<file path="config.mk">
export PLATFORM = sky130hd
export DESIGN_NAME = bpred_top
export DESIGN_NICKNAME = d
export VERILOG_FILES = /design/src/verilog/bpred_pkg.sv /design/src/verilog/rv_pkg.sv /design/src/verilog/bpred_ex.sv /design/src/verilog/bpred_fetch.sv /design/src/verilog/bpred_ras.sv /design/src/verilog/bpred_top.sv /design/src/verilog/btb_arbiter.sv /design/src/verilog/btb_mem.sv /design/src/verilog/btb_writer.sv
export VERILOG_INCLUDE_DIRS = /design/src /design/src/verilog
export SDC_FILE = /design/constraint.sdc
export NUM_CORES = 2
export LEC_CHECK = 0
export BUFFER_PORTS_ARGS = -buffer_cell sky130_fd_sc_hd__buf_2
export CORE_MARGIN = 5
export CORE_UTILIZATION = 55
export DETAILED_ROUTE_END_ITERATION = 10
export GPL_ROUTABILITY_DRIVEN = 0
export PLACE_DENSITY_LB_ADDON = 0.3
export SLEW_MARGIN = 15
export SYNTH_ARGS = -nofsm -noshare
export SYNTH_HDL_FRONTEND = slang
export SYNTH_SLANG_ARGS = --single-unit
export TNS_END_PERCENT = 5
</file>
<file path="constraint.sdc">
create_clock -name clk -period 13.35 [get_ports clk]
set_input_delay 0.6675 -clock clk [delete_from_list [all_inputs] [get_ports clk]]
set_output_delay 0.6675 -clock clk [all_outputs]
set_load 0.005 [all_outputs]
</file>
<file path="src/verilog/bpred_params.svh">
`ifndef BPRED_PARAMS_SVH
`define BPRED_PARAMS_SVH

// Address and data width of the core
`define BPRED_XLEN 32

// BTB entry count, must be a power of two
`define BPRED_BTB_DEPTH 16

// Return address stack entries
`define BPRED_RAS_DEPTH 4

// Top-level defaults for the EX-side feature switches
`define BPRED_ENABLE 1
`define BPRED_BTB_ENABLE 1
`define BPRED_RAS_ENABLE 1

`endif

</file>
<file path="src/verilog/bpred_pkg.sv">
`include "bpred_params.svh"

package bpred_pkg;

  // 2-bit saturating direction counter, upper bit gives the direction
  typedef enum logic [1:0] {
    CTR_STRONG_NT = 2'd0,
    CTR_WEAK_NT   = 2'd1,
    CTR_WEAK_T    = 2'd2,
    CTR_STRONG_T  = 2'd3
  } ctr_e;

  // Which master currently owns the BTB bus
  typedef enum logic [1:0] {
    ARB_IDLE   = 2'd0,
    ARB_FETCH  = 2'd1,
    ARB_UPDATE = 2'd2
  } arb_owner_e;

  // One BTB line, tagged with the full PC
  typedef struct packed {
    logic                   valid;
    logic [`BPRED_XLEN-1:0] tag;
    logic [`BPRED_XLEN-1:0] target;
    ctr_e                   counter;
  } btb_entry_t;

  // Read data is {hit, counter, target}
  function automatic int btb_rdata_width(int xlen);
    return xlen + 3;
  endfunction

  function automatic logic ctr_taken(ctr_e c);
    return c[1];
  endfunction

  // Step one state toward the outcome, holding at either end
  function automatic ctr_e ctr_step(ctr_e c, logic taken);
    if (taken) begin
      return (c == CTR_STRONG_T) ? c : ctr_e'(c + 2'd1);
    end
    return (c == CTR_STRONG_NT) ? c : ctr_e'(c - 2'd1);
  endfunction

endpackage

</file>
<file path="src/verilog/rv_pkg.sv">
package rv_pkg;

  // Control-flow class of an instruction, supplied by decode
  // Call and return follow the link-register hint (rd/rs1 = x1 or x5)
  typedef enum logic [2:0] {
    JB_NONE     = 3'd0,
    JB_BRANCH   = 3'd1,
    JB_JAL      = 3'd2,
    JB_JAL_CALL = 3'd3,
    JB_JALR     = 3'd4,
    JB_JALR_RET = 3'd5
  } jb_kind_e;

  // Any unconditional jump, direct or indirect
  function automatic logic jb_is_jump(jb_kind_e kind);
    return (kind == JB_JAL) || (kind == JB_JAL_CALL) ||
           (kind == JB_JALR) || (kind == JB_JALR_RET);
  endfunction

  // Register-indirect jump, target not known at fetch
  function automatic logic jb_is_jalr(jb_kind_e kind);
    return (kind == JB_JALR) || (kind == JB_JALR_RET);
  endfunction

endpackage
</file>
<file path="src/verilog/bpred_ex.sv">
`timescale 1ns/1ns

module bpred_ex #(
  parameter int XLEN       = 32,
  parameter int BPRED      = 1,
  parameter int BTB_ENABLE = 1,
  parameter int RAS_ENABLE = 1
) (
  input  logic              ex_valid,
  input  rv_pkg::jb_kind_e  ex_kind,
  input  logic [XLEN-1:0]   ex_pc,
  input  logic              ex_taken,
  input  logic [XLEN-1:0]   ex_target,
  input  logic              ex_pred_taken,
  input  logic [XLEN-1:0]   ex_pred_target,
  output logic              mispredicted,
  output logic              pc_sel_jump,
  output logic              btb_update_en,
  output logic [XLEN-1:0]   btb_update_pc,
  output logic [XLEN-1:0]   btb_update_target,
  output logic              btb_update_taken
);
  import rv_pkg::*;

  logic is_branch;
  logic is_jump;
  logic is_jalr;

  // Instruction class qualified by a valid resolve
  assign is_branch = ex_valid && (ex_kind == JB_BRANCH);
  assign is_jump   = ex_valid && jb_is_jump(ex_kind);
  assign is_jalr   = ex_valid && jb_is_jalr(ex_kind);

  // Direction mismatch on conditional branches only
  if (BPRED != 0) begin : g_bpred
    assign mispredicted = is_branch && (ex_pred_taken != ex_taken);
  end else begin : g_no_bpred
    assign mispredicted = 1'b0;
  end

  if (BPRED != 0 && RAS_ENABLE != 0) begin : g_jalr_ras
    // JALR redirects when fetch had no target or guessed the wrong one
    assign pc_sel_jump = is_jalr &&
        (!ex_pred_taken || (ex_pred_target != ex_target));
  end else if (BPRED != 0) begin : g_jalr_no_ras
    // No RAS, so a JALR is never predicted
    assign pc_sel_jump = is_jalr;
  end else begin : g_no_jalr_pred
    assign pc_sel_jump = is_jump;
  end

  if (BTB_ENABLE != 0) begin : g_btb_update
    // Train on branches and direct jumps since a JALR target comes from a register
    assign btb_update_en     = is_branch || (is_jump && !is_jalr);
    assign btb_update_pc     = ex_pc;
    assign btb_update_target = ex_target;
    // JAL always counts as taken
    assign btb_update_taken  = is_jump ? 1'b1 : ex_taken;
  end else begin : g_no_btb_update
    assign btb_update_en     = 1'b0;
    assign btb_update_pc     = '0;
    assign btb_update_target = '0;
    assign btb_update_taken  = 1'b0;
  end

endmodule

</file>
<file path="src/verilog/bpred_fetch.sv">
`timescale 1ns/1ns
`include "bpred_params.svh"

module bpred_fetch (
  input  logic                   clk,
  input  logic                   reset,
  input  logic                   fetch_req,
  input  logic [`BPRED_XLEN-1:0] fetch_pc,
  input  rv_pkg::jb_kind_e       fetch_kind,
  input  logic [`BPRED_XLEN-1:0] ras_top,
  input  logic                   ras_empty,
  input  logic                   wb_ack,
  input  logic [bpred_pkg::btb_rdata_width(`BPRED_XLEN)-1:0] wb_dat_r,
  output logic                   fetch_busy,
  output logic                   pred_valid,
  output logic                   pred_taken,
  output logic [`BPRED_XLEN-1:0] pred_target,
  output logic                   ras_push,
  output logic [`BPRED_XLEN-1:0] ras_push_addr,
  output logic                   ras_pop,
  output logic                   wb_cyc,
  output logic                   wb_stb,
  output logic                   wb_we,
  output logic [`BPRED_XLEN-1:0] wb_adr
);
  import rv_pkg::*;
  import bpred_pkg::*;

  localparam int XLEN = `BPRED_XLEN;

  typedef enum logic [1:0] {
    FETCH_IDLE    = 2'd0,
    FETCH_BUS     = 2'd1,
    FETCH_RESPOND = 2'd2
  } fetch_state_e;

  fetch_state_e    state_q;
  logic            start;
  logic [XLEN-1:0] pc_q;
  logic            use_ras_q;
  logic [XLEN-1:0] ras_target_q;
  logic            btb_hit;
  ctr_e            btb_ctr;
  logic [XLEN-1:0] btb_target;

  // Requests arriving while busy are dropped
  assign start = fetch_req && (state_q == FETCH_IDLE);

  // RAS is touched at request time, return pops only a non-empty stack
  assign ras_push      = start && (fetch_kind == JB_JAL_CALL);
  assign ras_push_addr = fetch_pc + XLEN'(4);
  assign ras_pop       = start && (fetch_kind == JB_JALR_RET) && !ras_empty;

  // Unpack {hit, counter, target}
  assign btb_hit    = wb_dat_r[XLEN+2];
  assign btb_ctr    = ctr_e'(wb_dat_r[XLEN+1:XLEN]);
  assign btb_target = wb_dat_r[XLEN-1:0];

  // Read-only master
  assign wb_cyc = (state_q == FETCH_BUS);
  assign wb_stb = (state_q == FETCH_BUS);
  assign wb_we  = 1'b0;
  assign wb_adr = pc_q;

  assign fetch_busy = (state_q != FETCH_IDLE);
  assign pred_valid = (state_q == FETCH_RESPOND);

  always_ff @(posedge clk) begin
    if (reset) begin
      state_q <= FETCH_IDLE;
    end else begin
      case (state_q)
        FETCH_IDLE:    if (start) state_q <= FETCH_BUS;
        FETCH_BUS:     if (wb_ack) state_q <= FETCH_RESPOND;
        FETCH_RESPOND: state_q <= FETCH_IDLE;
        default:       state_q <= FETCH_IDLE;
      endcase
    end
  end

  // Lookup context, held through the bus phase
  always_ff @(posedge clk) begin
    if (start) begin
      pc_q         <= fetch_pc;
      use_ras_q    <= ras_pop;
      ras_target_q <= ras_top;
    end
  end

  // Return prediction overrides the BTB
  always_ff @(posedge clk) begin
    if (state_q == FETCH_BUS && wb_ack) begin
      if (use_ras_q) begin
        pred_taken  <= 1'b1;
        pred_target <= ras_target_q;
      end else if (btb_hit && ctr_taken(btb_ctr)) begin
        pred_taken  <= 1'b1;
        pred_target <= btb_target;
      end else begin
        pred_taken  <= 1'b0;
        pred_target <= '0;
      end
    end
  end

endmodule

</file>
<file path="src/verilog/bpred_ras.sv">
`timescale 1ns/1ns
`include "bpred_params.svh"

module bpred_ras #(
  parameter int DEPTH = 4
) (
  input  logic                   clk,
  input  logic                   reset,
  input  logic                   push,
  input  logic [`BPRED_XLEN-1:0] push_addr,
  input  logic                   pop,
  output logic [`BPRED_XLEN-1:0] top,
  output logic                   empty
);
  localparam int PTR_W = (DEPTH > 1) ? $clog2(DEPTH) : 1;
  localparam int CNT_W = $clog2(DEPTH + 1);

  logic [`BPRED_XLEN-1:0] stack [DEPTH];
  logic [PTR_W-1:0]       ptr_q;
  logic [CNT_W-1:0]       count_q;

  // ptr_q points at the next free slot
  assign top   = stack[ptr_q - PTR_W'(1)];
  assign empty = (count_q == '0);

  // Stack wraps on overflow, oldest entry is lost
  always_ff @(posedge clk) begin
    if (reset) begin
      ptr_q   <= '0;
      count_q <= '0;
    end else if (push) begin
      ptr_q <= ptr_q + PTR_W'(1);
      if (count_q != CNT_W'(DEPTH)) count_q <= count_q + CNT_W'(1);
    end else if (pop && !empty) begin
      ptr_q   <= ptr_q - PTR_W'(1);
      count_q <= count_q - CNT_W'(1);
    end
  end

  // Return addresses
  always_ff @(posedge clk) begin
    if (push) stack[ptr_q] <= push_addr;
  end

endmodule

</file>
<file path="src/verilog/bpred_top.sv">
`timescale 1ns/1ns
`include "bpred_params.svh"

module bpred_top (
  input  logic                   clk,
  input  logic                   reset,
  input  logic                   fetch_req,
  input  logic [`BPRED_XLEN-1:0] fetch_pc,
  input  rv_pkg::jb_kind_e       fetch_kind,
  input  logic                   ex_valid,
  input  rv_pkg::jb_kind_e       ex_kind,
  input  logic [`BPRED_XLEN-1:0] ex_pc,
  input  logic                   ex_taken,
  input  logic [`BPRED_XLEN-1:0] ex_target,
  input  logic                   ex_pred_taken,
  input  logic [`BPRED_XLEN-1:0] ex_pred_target,
  output logic                   fetch_busy,
  output logic                   pred_valid,
  output logic                   pred_taken,
  output logic [`BPRED_XLEN-1:0] pred_target,
  output logic                   mispredicted,
  output logic                   pc_sel_jump,
  output logic                   ex_ready
);
  import bpred_pkg::*;

  localparam int XLEN = `BPRED_XLEN;
  localparam int RW   = btb_rdata_width(XLEN);

  // RAS hookup
  logic            ras_push;
  logic            ras_pop;
  logic            ras_empty;
  logic [XLEN-1:0] ras_push_addr;
  logic [XLEN-1:0] ras_top;
  // EX training request
  logic            upd_en;
  logic            upd_taken;
  logic [XLEN-1:0] upd_pc;
  logic [XLEN-1:0] upd_target;
  // Update master bus
  logic            upd_cyc;
  logic            upd_stb;
  logic            upd_we;
  logic            upd_ack;
  logic [XLEN-1:0] upd_adr;
  logic [XLEN:0]   upd_dat_w;
  // Fetch master bus
  logic            fet_cyc;
  logic            fet_stb;
  logic            fet_we;
  logic            fet_ack;
  logic [XLEN-1:0] fet_adr;
  logic [RW-1:0]   fet_dat_r;
  // Memory side
  logic            mem_cyc;
  logic            mem_stb;
  logic            mem_we;
  logic            mem_ack;
  logic [XLEN-1:0] mem_adr;
  logic [XLEN:0]   mem_dat_w;
  logic [RW-1:0]   mem_dat_r;

  bpred_fetch bpred_fetch_inst (
    .clk, .reset, .fetch_req, .fetch_pc, .fetch_kind,
    .ras_top, .ras_empty,
    .wb_ack(fet_ack), .wb_dat_r(fet_dat_r),
    .fetch_busy, .pred_valid, .pred_taken, .pred_target,
    .ras_push, .ras_push_addr, .ras_pop,
    .wb_cyc(fet_cyc), .wb_stb(fet_stb), .wb_we(fet_we), .wb_adr(fet_adr)
  );

  bpred_ras #(.DEPTH(`BPRED_RAS_DEPTH)) bpred_ras_inst (
    .clk, .reset, .push(ras_push), .push_addr(ras_push_addr), .pop(ras_pop),
    .top(ras_top), .empty(ras_empty)
  );

  bpred_ex #(
    .XLEN(XLEN), .BPRED(`BPRED_ENABLE),
    .BTB_ENABLE(`BPRED_BTB_ENABLE), .RAS_ENABLE(`BPRED_RAS_ENABLE)
  ) bpred_ex_inst (
    .ex_valid, .ex_kind, .ex_pc, .ex_taken, .ex_target,
    .ex_pred_taken, .ex_pred_target,
    .mispredicted, .pc_sel_jump,
    .btb_update_en(upd_en), .btb_update_pc(upd_pc),
    .btb_update_target(upd_target), .btb_update_taken(upd_taken)
  );

  btb_writer btb_writer_inst (
    .clk, .reset,
    .btb_update_en(upd_en), .btb_update_pc(upd_pc),
    .btb_update_target(upd_target), .btb_update_taken(upd_taken),
    .ex_valid, .wb_ack(upd_ack), .ex_ready,
    .wb_cyc(upd_cyc), .wb_stb(upd_stb), .wb_we(upd_we),
    .wb_adr(upd_adr), .wb_dat_w(upd_dat_w)
  );

  btb_arbiter btb_arbiter_inst (
    .clk, .reset,
    .m0_cyc(upd_cyc), .m0_stb(upd_stb), .m0_we(upd_we), .m0_adr(upd_adr),
    .m0_dat_w(upd_dat_w), .m0_ack(upd_ack),
    .m1_cyc(fet_cyc), .m1_stb(fet_stb), .m1_we(fet_we), .m1_adr(fet_adr),
    .m1_ack(fet_ack), .m1_dat_r(fet_dat_r),
    .s_cyc(mem_cyc), .s_stb(mem_stb), .s_we(mem_we), .s_adr(mem_adr),
    .s_dat_w(mem_dat_w), .s_ack(mem_ack), .s_dat_r(mem_dat_r)
  );

  btb_mem #(.DEPTH(`BPRED_BTB_DEPTH), .XLEN(XLEN)) btb_mem_inst (
    .clk, .reset, .cyc(mem_cyc), .stb(mem_stb), .we(mem_we),
    .adr(mem_adr), .dat_w(mem_dat_w), .ack(mem_ack), .dat_r(mem_dat_r)
  );

endmodule

</file>
<file path="src/verilog/btb_arbiter.sv">
`timescale 1ns/1ns
`include "bpred_params.svh"

module btb_arbiter (
  input  logic                   clk,
  input  logic                   reset,
  // Update master with higher priority
  input  logic                   m0_cyc,
  input  logic                   m0_stb,
  input  logic                   m0_we,
  input  logic [`BPRED_XLEN-1:0] m0_adr,
  input  logic [`BPRED_XLEN:0]   m0_dat_w,
  output logic                   m0_ack,
  // Read-only fetch master
  input  logic                   m1_cyc,
  input  logic                   m1_stb,
  input  logic                   m1_we,
  input  logic [`BPRED_XLEN-1:0] m1_adr,
  output logic                   m1_ack,
  output logic [bpred_pkg::btb_rdata_width(`BPRED_XLEN)-1:0] m1_dat_r,
  // BTB memory
  output logic                   s_cyc,
  output logic                   s_stb,
  output logic                   s_we,
  output logic [`BPRED_XLEN-1:0] s_adr,
  output logic [`BPRED_XLEN:0]   s_dat_w,
  input  logic                   s_ack,
  input  logic [bpred_pkg::btb_rdata_width(`BPRED_XLEN)-1:0] s_dat_r
);
  import bpred_pkg::*;

  arb_owner_e owner_q;
  arb_owner_e owner;

  // Grant on the same cycle from idle and release when the owner drops cyc
  always_comb begin
    owner = owner_q;
    case (owner_q)
      ARB_IDLE: begin
        if (m0_cyc) owner = ARB_UPDATE;
        else if (m1_cyc) owner = ARB_FETCH;
      end
      ARB_UPDATE: if (!m0_cyc) owner = ARB_IDLE;
      ARB_FETCH:  if (!m1_cyc) owner = ARB_IDLE;
      default:    owner = ARB_IDLE;
    endcase
  end

  always_ff @(posedge clk) begin
    if (reset) owner_q <= ARB_IDLE;
    else owner_q <= owner;
  end

  // Forward the granted master and nothing while idle
  always_comb begin
    s_cyc   = 1'b0;
    s_stb   = 1'b0;
    s_we    = 1'b0;
    s_adr   = '0;
    s_dat_w = '0;
    if (owner == ARB_UPDATE) begin
      s_cyc   = m0_cyc;
      s_stb   = m0_stb;
      s_we    = m0_we;
      s_adr   = m0_adr;
      s_dat_w = m0_dat_w;
    end else if (owner == ARB_FETCH) begin
      s_cyc = m1_cyc;
      s_stb = m1_stb;
      s_we  = m1_we;
      s_adr = m1_adr;
    end
  end

  // Ungranted master sees no ack and keeps waiting
  assign m0_ack   = s_ack && (owner == ARB_UPDATE);
  assign m1_ack   = s_ack && (owner == ARB_FETCH);
  assign m1_dat_r = (owner == ARB_FETCH) ? s_dat_r : '0;

  // Every memory ack reaches exactly one master
  a_one_ack: assert property (@(posedge clk) disable iff (reset)
    s_ack |-> (m0_ack ^ m1_ack));

endmodule

</file>
<file path="src/verilog/btb_mem.sv">
`timescale 1ns/1ns

module btb_mem #(
  parameter int DEPTH = 16,
  parameter int XLEN  = 32
) (
  input  logic            clk,
  input  logic            reset,
  input  logic            cyc,
  input  logic            stb,
  input  logic            we,
  input  logic [XLEN-1:0] adr,
  input  logic [XLEN:0]   dat_w,
  output logic            ack,
  output logic [bpred_pkg::btb_rdata_width(XLEN)-1:0] dat_r
);
  import bpred_pkg::*;

  localparam int IDX_W = $clog2(DEPTH);

  btb_entry_t       entries [DEPTH];
  btb_entry_t       cur;
  logic [IDX_W-1:0] idx;
  logic             hit;
  logic             req;
  logic             wr_taken;

  // Instructions are word aligned, so skip the low two bits
  assign idx = adr[IDX_W+1:2];
  assign cur = entries[idx];
  assign hit = cur.valid && (cur.tag == adr);

  // New strobe only, the ack cycle must not repeat the access
  assign req      = cyc && stb && !ack;
  assign wr_taken = dat_w[XLEN];

  always_ff @(posedge clk) begin
    if (reset) ack <= 1'b0;
    else ack <= req;
  end

  always_ff @(posedge clk) begin
    if (req && !we) dat_r <= {hit, cur.counter, cur.target};
  end

  always_ff @(posedge clk) begin
    if (reset) begin
      for (int i = 0; i < DEPTH; i++) entries[i].valid <= 1'b0;
    end else if (req && we) begin
      if (hit) begin
        // Train the existing line
        entries[idx].counter <= ctr_step(cur.counter, wr_taken);
        entries[idx].target  <= dat_w[XLEN-1:0];
      end else begin
        // Allocate, start weak in the observed direction
        entries[idx].valid   <= 1'b1;
        entries[idx].tag     <= adr;
        entries[idx].target  <= dat_w[XLEN-1:0];
        entries[idx].counter <= wr_taken ? CTR_WEAK_T : CTR_WEAK_NT;
      end
    end
  end

endmodule

</file>
<file path="src/verilog/btb_writer.sv">
`timescale 1ns/1ns
`include "bpred_params.svh"

module btb_writer (
  input  logic                   clk,
  input  logic                   reset,
  input  logic                   btb_update_en,
  input  logic [`BPRED_XLEN-1:0] btb_update_pc,
  input  logic [`BPRED_XLEN-1:0] btb_update_target,
  input  logic                   btb_update_taken,
  input  logic                   ex_valid,
  input  logic                   wb_ack,
  output logic                   ex_ready,
  output logic                   wb_cyc,
  output logic                   wb_stb,
  output logic                   wb_we,
  output logic [`BPRED_XLEN-1:0] wb_adr,
  output logic [`BPRED_XLEN:0]   wb_dat_w
);
  logic                   pending_q;
  logic                   accept;
  logic [`BPRED_XLEN-1:0] target_q;
  logic                   taken_q;

  // Only one update in flight, EX stalls behind it
  assign ex_ready = !pending_q;
  assign accept   = ex_valid && ex_ready && btb_update_en;

  assign wb_cyc   = pending_q;
  assign wb_stb   = pending_q;
  assign wb_we    = 1'b1;
  assign wb_dat_w = {taken_q, target_q};

  always_ff @(posedge clk) begin
    if (reset) pending_q <= 1'b0;
    else if (accept) pending_q <= 1'b1;
    else if (wb_ack) pending_q <= 1'b0;
  end

  always_ff @(posedge clk) begin
    if (accept) begin
      wb_adr   <= btb_update_pc;
      target_q <= btb_update_target;
      taken_q  <= btb_update_taken;
    end
  end

  // Classic cycle, request held until acknowledged
  a_stb_until_ack: assert property (@(posedge clk) disable iff (reset)
    wb_stb && !wb_ack |=> wb_stb);

endmodule

</file>
==> results.cfg <==
[critical_path]
cp_common_cell = buf_4
path_max_fanout = 75
path_class = reg2reg
endpoint_kind = register
critPathSlowestCell = a311oi_2
start_kind = register
r2r_cells = 14
arrival_ns = 7.20
r2r-end = btb_mem_inst.entries[5][1]
reg2reg_slack_ns = 6.55
required_ns = 13.75
r2r_start = btb_writer_inst.wb_adr[2]
path_cells = buf_4 > buf_4 > and3b_2 > buf_4 > a21o_2 > buf_4 > a2111oi_0 > o21ai_0 > o2111ai_1 > xnor2_1 > or4_1 > nor4_2 > a211oi_1 > a311oi_2
max_stage_delay_ns = 0.82

[grt]
grt_use_total_pct = 27.2
overflow = 0
antenna_found_initial = 10
grt_pass1_vias = 32300
grt_max_degree = 142
grt_pass1_wl_um = 215000

[yosys]
synthMuxAreaShare_pct = 3.20
ys_seq_area_share_pct = 76.1
syn_inst = 3394
synthArstFlopShare_pct = 0
synth_area_leaders = edfxtp_1, a222oi_1, nand2_1
syn_nets = 3541
synth_edf_count = 1381
synth-compound-area-share_pct = 11.0
yosysTopAreaCellShare_pct = 75.1
synth_warnings = 0
ys_types = 82
synthFlopType = edfxtp_1
synthAdderAreaFrac_pct = 0.190
yosysMostFrequentCell = edfxtp_1
synth_common_cells = edfxtp_1, nand2_1, clkbuf_1
synth_top_family_by_area = compound AO/OA/AOI/OAI gates
syn_area_um2 = 55200
synth-xor-area-share_pct = 1.48
synth_area_leader_cell = edfxtp_1
ys_ff_latch = 1408
synth_area_per_cell_um2 = 16.3
synth-simple-area-share_pct = 5.43

[sta]
worstMarginPinSlew_ns = 1.13
tns_ns = 0
rsz0062_at_grt = no
slew_violations = 0
layout_setup_ws_ns = 6.55
max_freq_ghz = 0.147
fin_skew_ns = 0.0320
slew-limit-headroom_pct = 24.7
layout_min_cycle_time_ns = 6.80
period_share_pct = 50.9
hold_violations = 0
setup_viol_count_final = 0

[floorplanning]
die_area_um2 = 107000
dieHeight_um = 327
die_w_um = 327
io_pins = 178
core-area_um2 = 99900
rows = 116
initial_core_util_pct = 55.3

[routing]
drt-vias-per-instance = 6.68
drtIter0Drc = 5362
wire_per_inst_um = 29.8
antenna_left = 0
via_count = 33200
drtPass1Iterations = 9
remaining_drc_errors = 0
wl_um = 148000

[clock_tree]
cts_buffers = 138
cts.clk_slew.worst_paths_ns = 0.07
ctsResizeCount = 0
htreeDepth = 4
post_cts_buffers = 0
cts_max_path_buffers = 3
cts_tree = built
postCtsHoldBufs = 0
cts_sinks = 1408
clock_latency_ns = 0.76
cts-root-buf = clkbuf_16

[job]
drv_cap = 0

[placed_design]
place_ws_ns = 6.92
portBuffers = 177
dp_hpwl_um = 83700

[hold_path]
hold_path_class = in2reg
hold_path.startpoint = ex_pc[20]
whs_path_depth = 1
hold_end = btb_writer_inst.wb_adr[20]

[layout]
drive_gt1_share_pct = 15.7
fin_util_pct = 62.1
layout-area-overhead-vs-synth_pct = 12.4
final_nets = 3704

[power_and_ir_drop]
report.power.total_mw = 9.49
power_density_nw_per_um2 = 153
p_leak_nw = 20.5
ir_drop_mv = 0.115

[status]
run_status = completed
[registers in the layout (all words and copies together), names as in the netlist, 2 cells and up]
| signal | count |
|---|---|
| bpred_fetch_inst.pred_target | 32 |
| btb_mem_inst.entries | 1072 |
| bpred_ras_inst.stack | 128 |
| btb_writer_inst.target_q | 32 |
| btb_arbiter_inst.owner_q | 2 |
| bpred_fetch_inst.wb_adr | 32 |
| bpred_fetch_inst.state_q | 2 |
| bpred_ras_inst.ptr_q | 2 |
| btb_mem_inst.dat_r | 34 |
| btb_writer_inst.wb_adr | 32 |
| bpred_ras_inst.count_q | 3 |
| bpred_fetch_inst.ras_target_q | 32 |
[how the worst max path moves through the flow]
stage	start	end	slack (ns)	depth (start not counted)
after global routing	btb_writer_inst.wb_adr[2]	btb_mem_inst.entries[5][1]	6.29	14
final	btb_writer_inst.wb_adr[2]	btb_mem_inst.entries[5][1]	6.55	14
after detailed placement	btb_writer_inst.wb_adr[2]	btb_mem_inst.entries[12][1]	6.92	14
after CTS	btb_writer_inst.wb_adr[2]	btb_mem_inst.entries[5][1]	6.85	14
after global placement	btb_writer_inst.wb_adr[2]	btb_mem_inst.entries[2][1]	7.06	14
after floorplan	bpred_fetch_inst.state_q[1]	bpred_ras_inst.stack[0][0]	7.64	5
[layout make-up]
cell class                 instances  area, um^2
antenna                            2        5.00
clock buffer                     185        3770
timing repair buffer             269        1590
inverter                          98         368
fill                            7060       37800
clock inverter                    59         561
multi-input combinational       1642       12100
sequential                      1408       42000
tap                             1298        1620
[critical path: cells and delay by family (launching register included)]
family | cells | cell delay (ns)
AO/OA/AOI/OAI | 6 | 1.89
XOR/XNOR | 1 | 0.21
flip-flops | 1 | 0.32
buffers and inverters | 4 | 2.26
AND/OR/NAND/NOR | 3 | 1.62
[logic make-up (layout without fill, tap and decap cells)]
family,Yosys count,after routing
and+or+nand+nor,605,605
other,0,2
xor gates and xnor gates,93,93
buffers and inverters,344,611
muxes,135,135
DFF,1408,1408
adders and majority gates,8,8
AOI/OAI and AO/OA,801,801
[routing by layer]
layer	wire [um]	part of all wire (%)	global-route usage [%]	vias up
li1	-	-	-	14100
met1	56100	38	37.9	16500
met2	70400	48	43.3	2197
met3	16400	11	5.84	313
met4	4880	3.3	9.30	6
met5	30	0.020	0	-
[stage by stage]
stage	cells	hold WS, ns	cell area [um^2]
2_1_floorplan	3394	0.434	55200
6_report	4961	0.0834	62000
5_1_grt	4960	0.0662	62000
4_1_cts	4959	0.0463	62000
3_3_place_gp	4715	0.446	57700
3_5_place_dp	4715	0.458	57700
[layout by cell type (no fill, tap or decap), types with 32 or more instances in the layout]
| cell | instances |
|---|---|
| and2_1 | 38 |
| a211oi_1 | 68 |
| a2111oi_0 | 65 |
| nand4_1 | 50 |
| xnor2_1 | 84 |
| mux4_2 | 32 |
| mux2i_1 | 91 |
| a21oi_1 | 155 |
| clkbuf_16 | 144 |
| o21ai_0 | 89 |
| a222oi_1 | 136 |
| or4_1 | 34 |
| nand3_1 | 50 |
| o32ai_1 | 102 |
| nand2_1 | 248 |
| edfxtp_1 | 1381 |
| a22o_1 | 32 |
| nor2_1 | 61 |
| clkbuf_1 | 40 |
| inv_1 | 98 |
| buf_2 | 177 |
| buf_4 | 91 |
[power by group]
group          switching [mW]  internal [mW]  total (mW)  leakage (nW)
Clock                    1.61           2.16        3.76          2.10
Combinational           0.539          0.200       0.740          4.88
Sequential             0.0330           4.96        4.99          13.6
Total                    2.18           7.31        9.49          20.5
(Power assumes the default switching activity.)
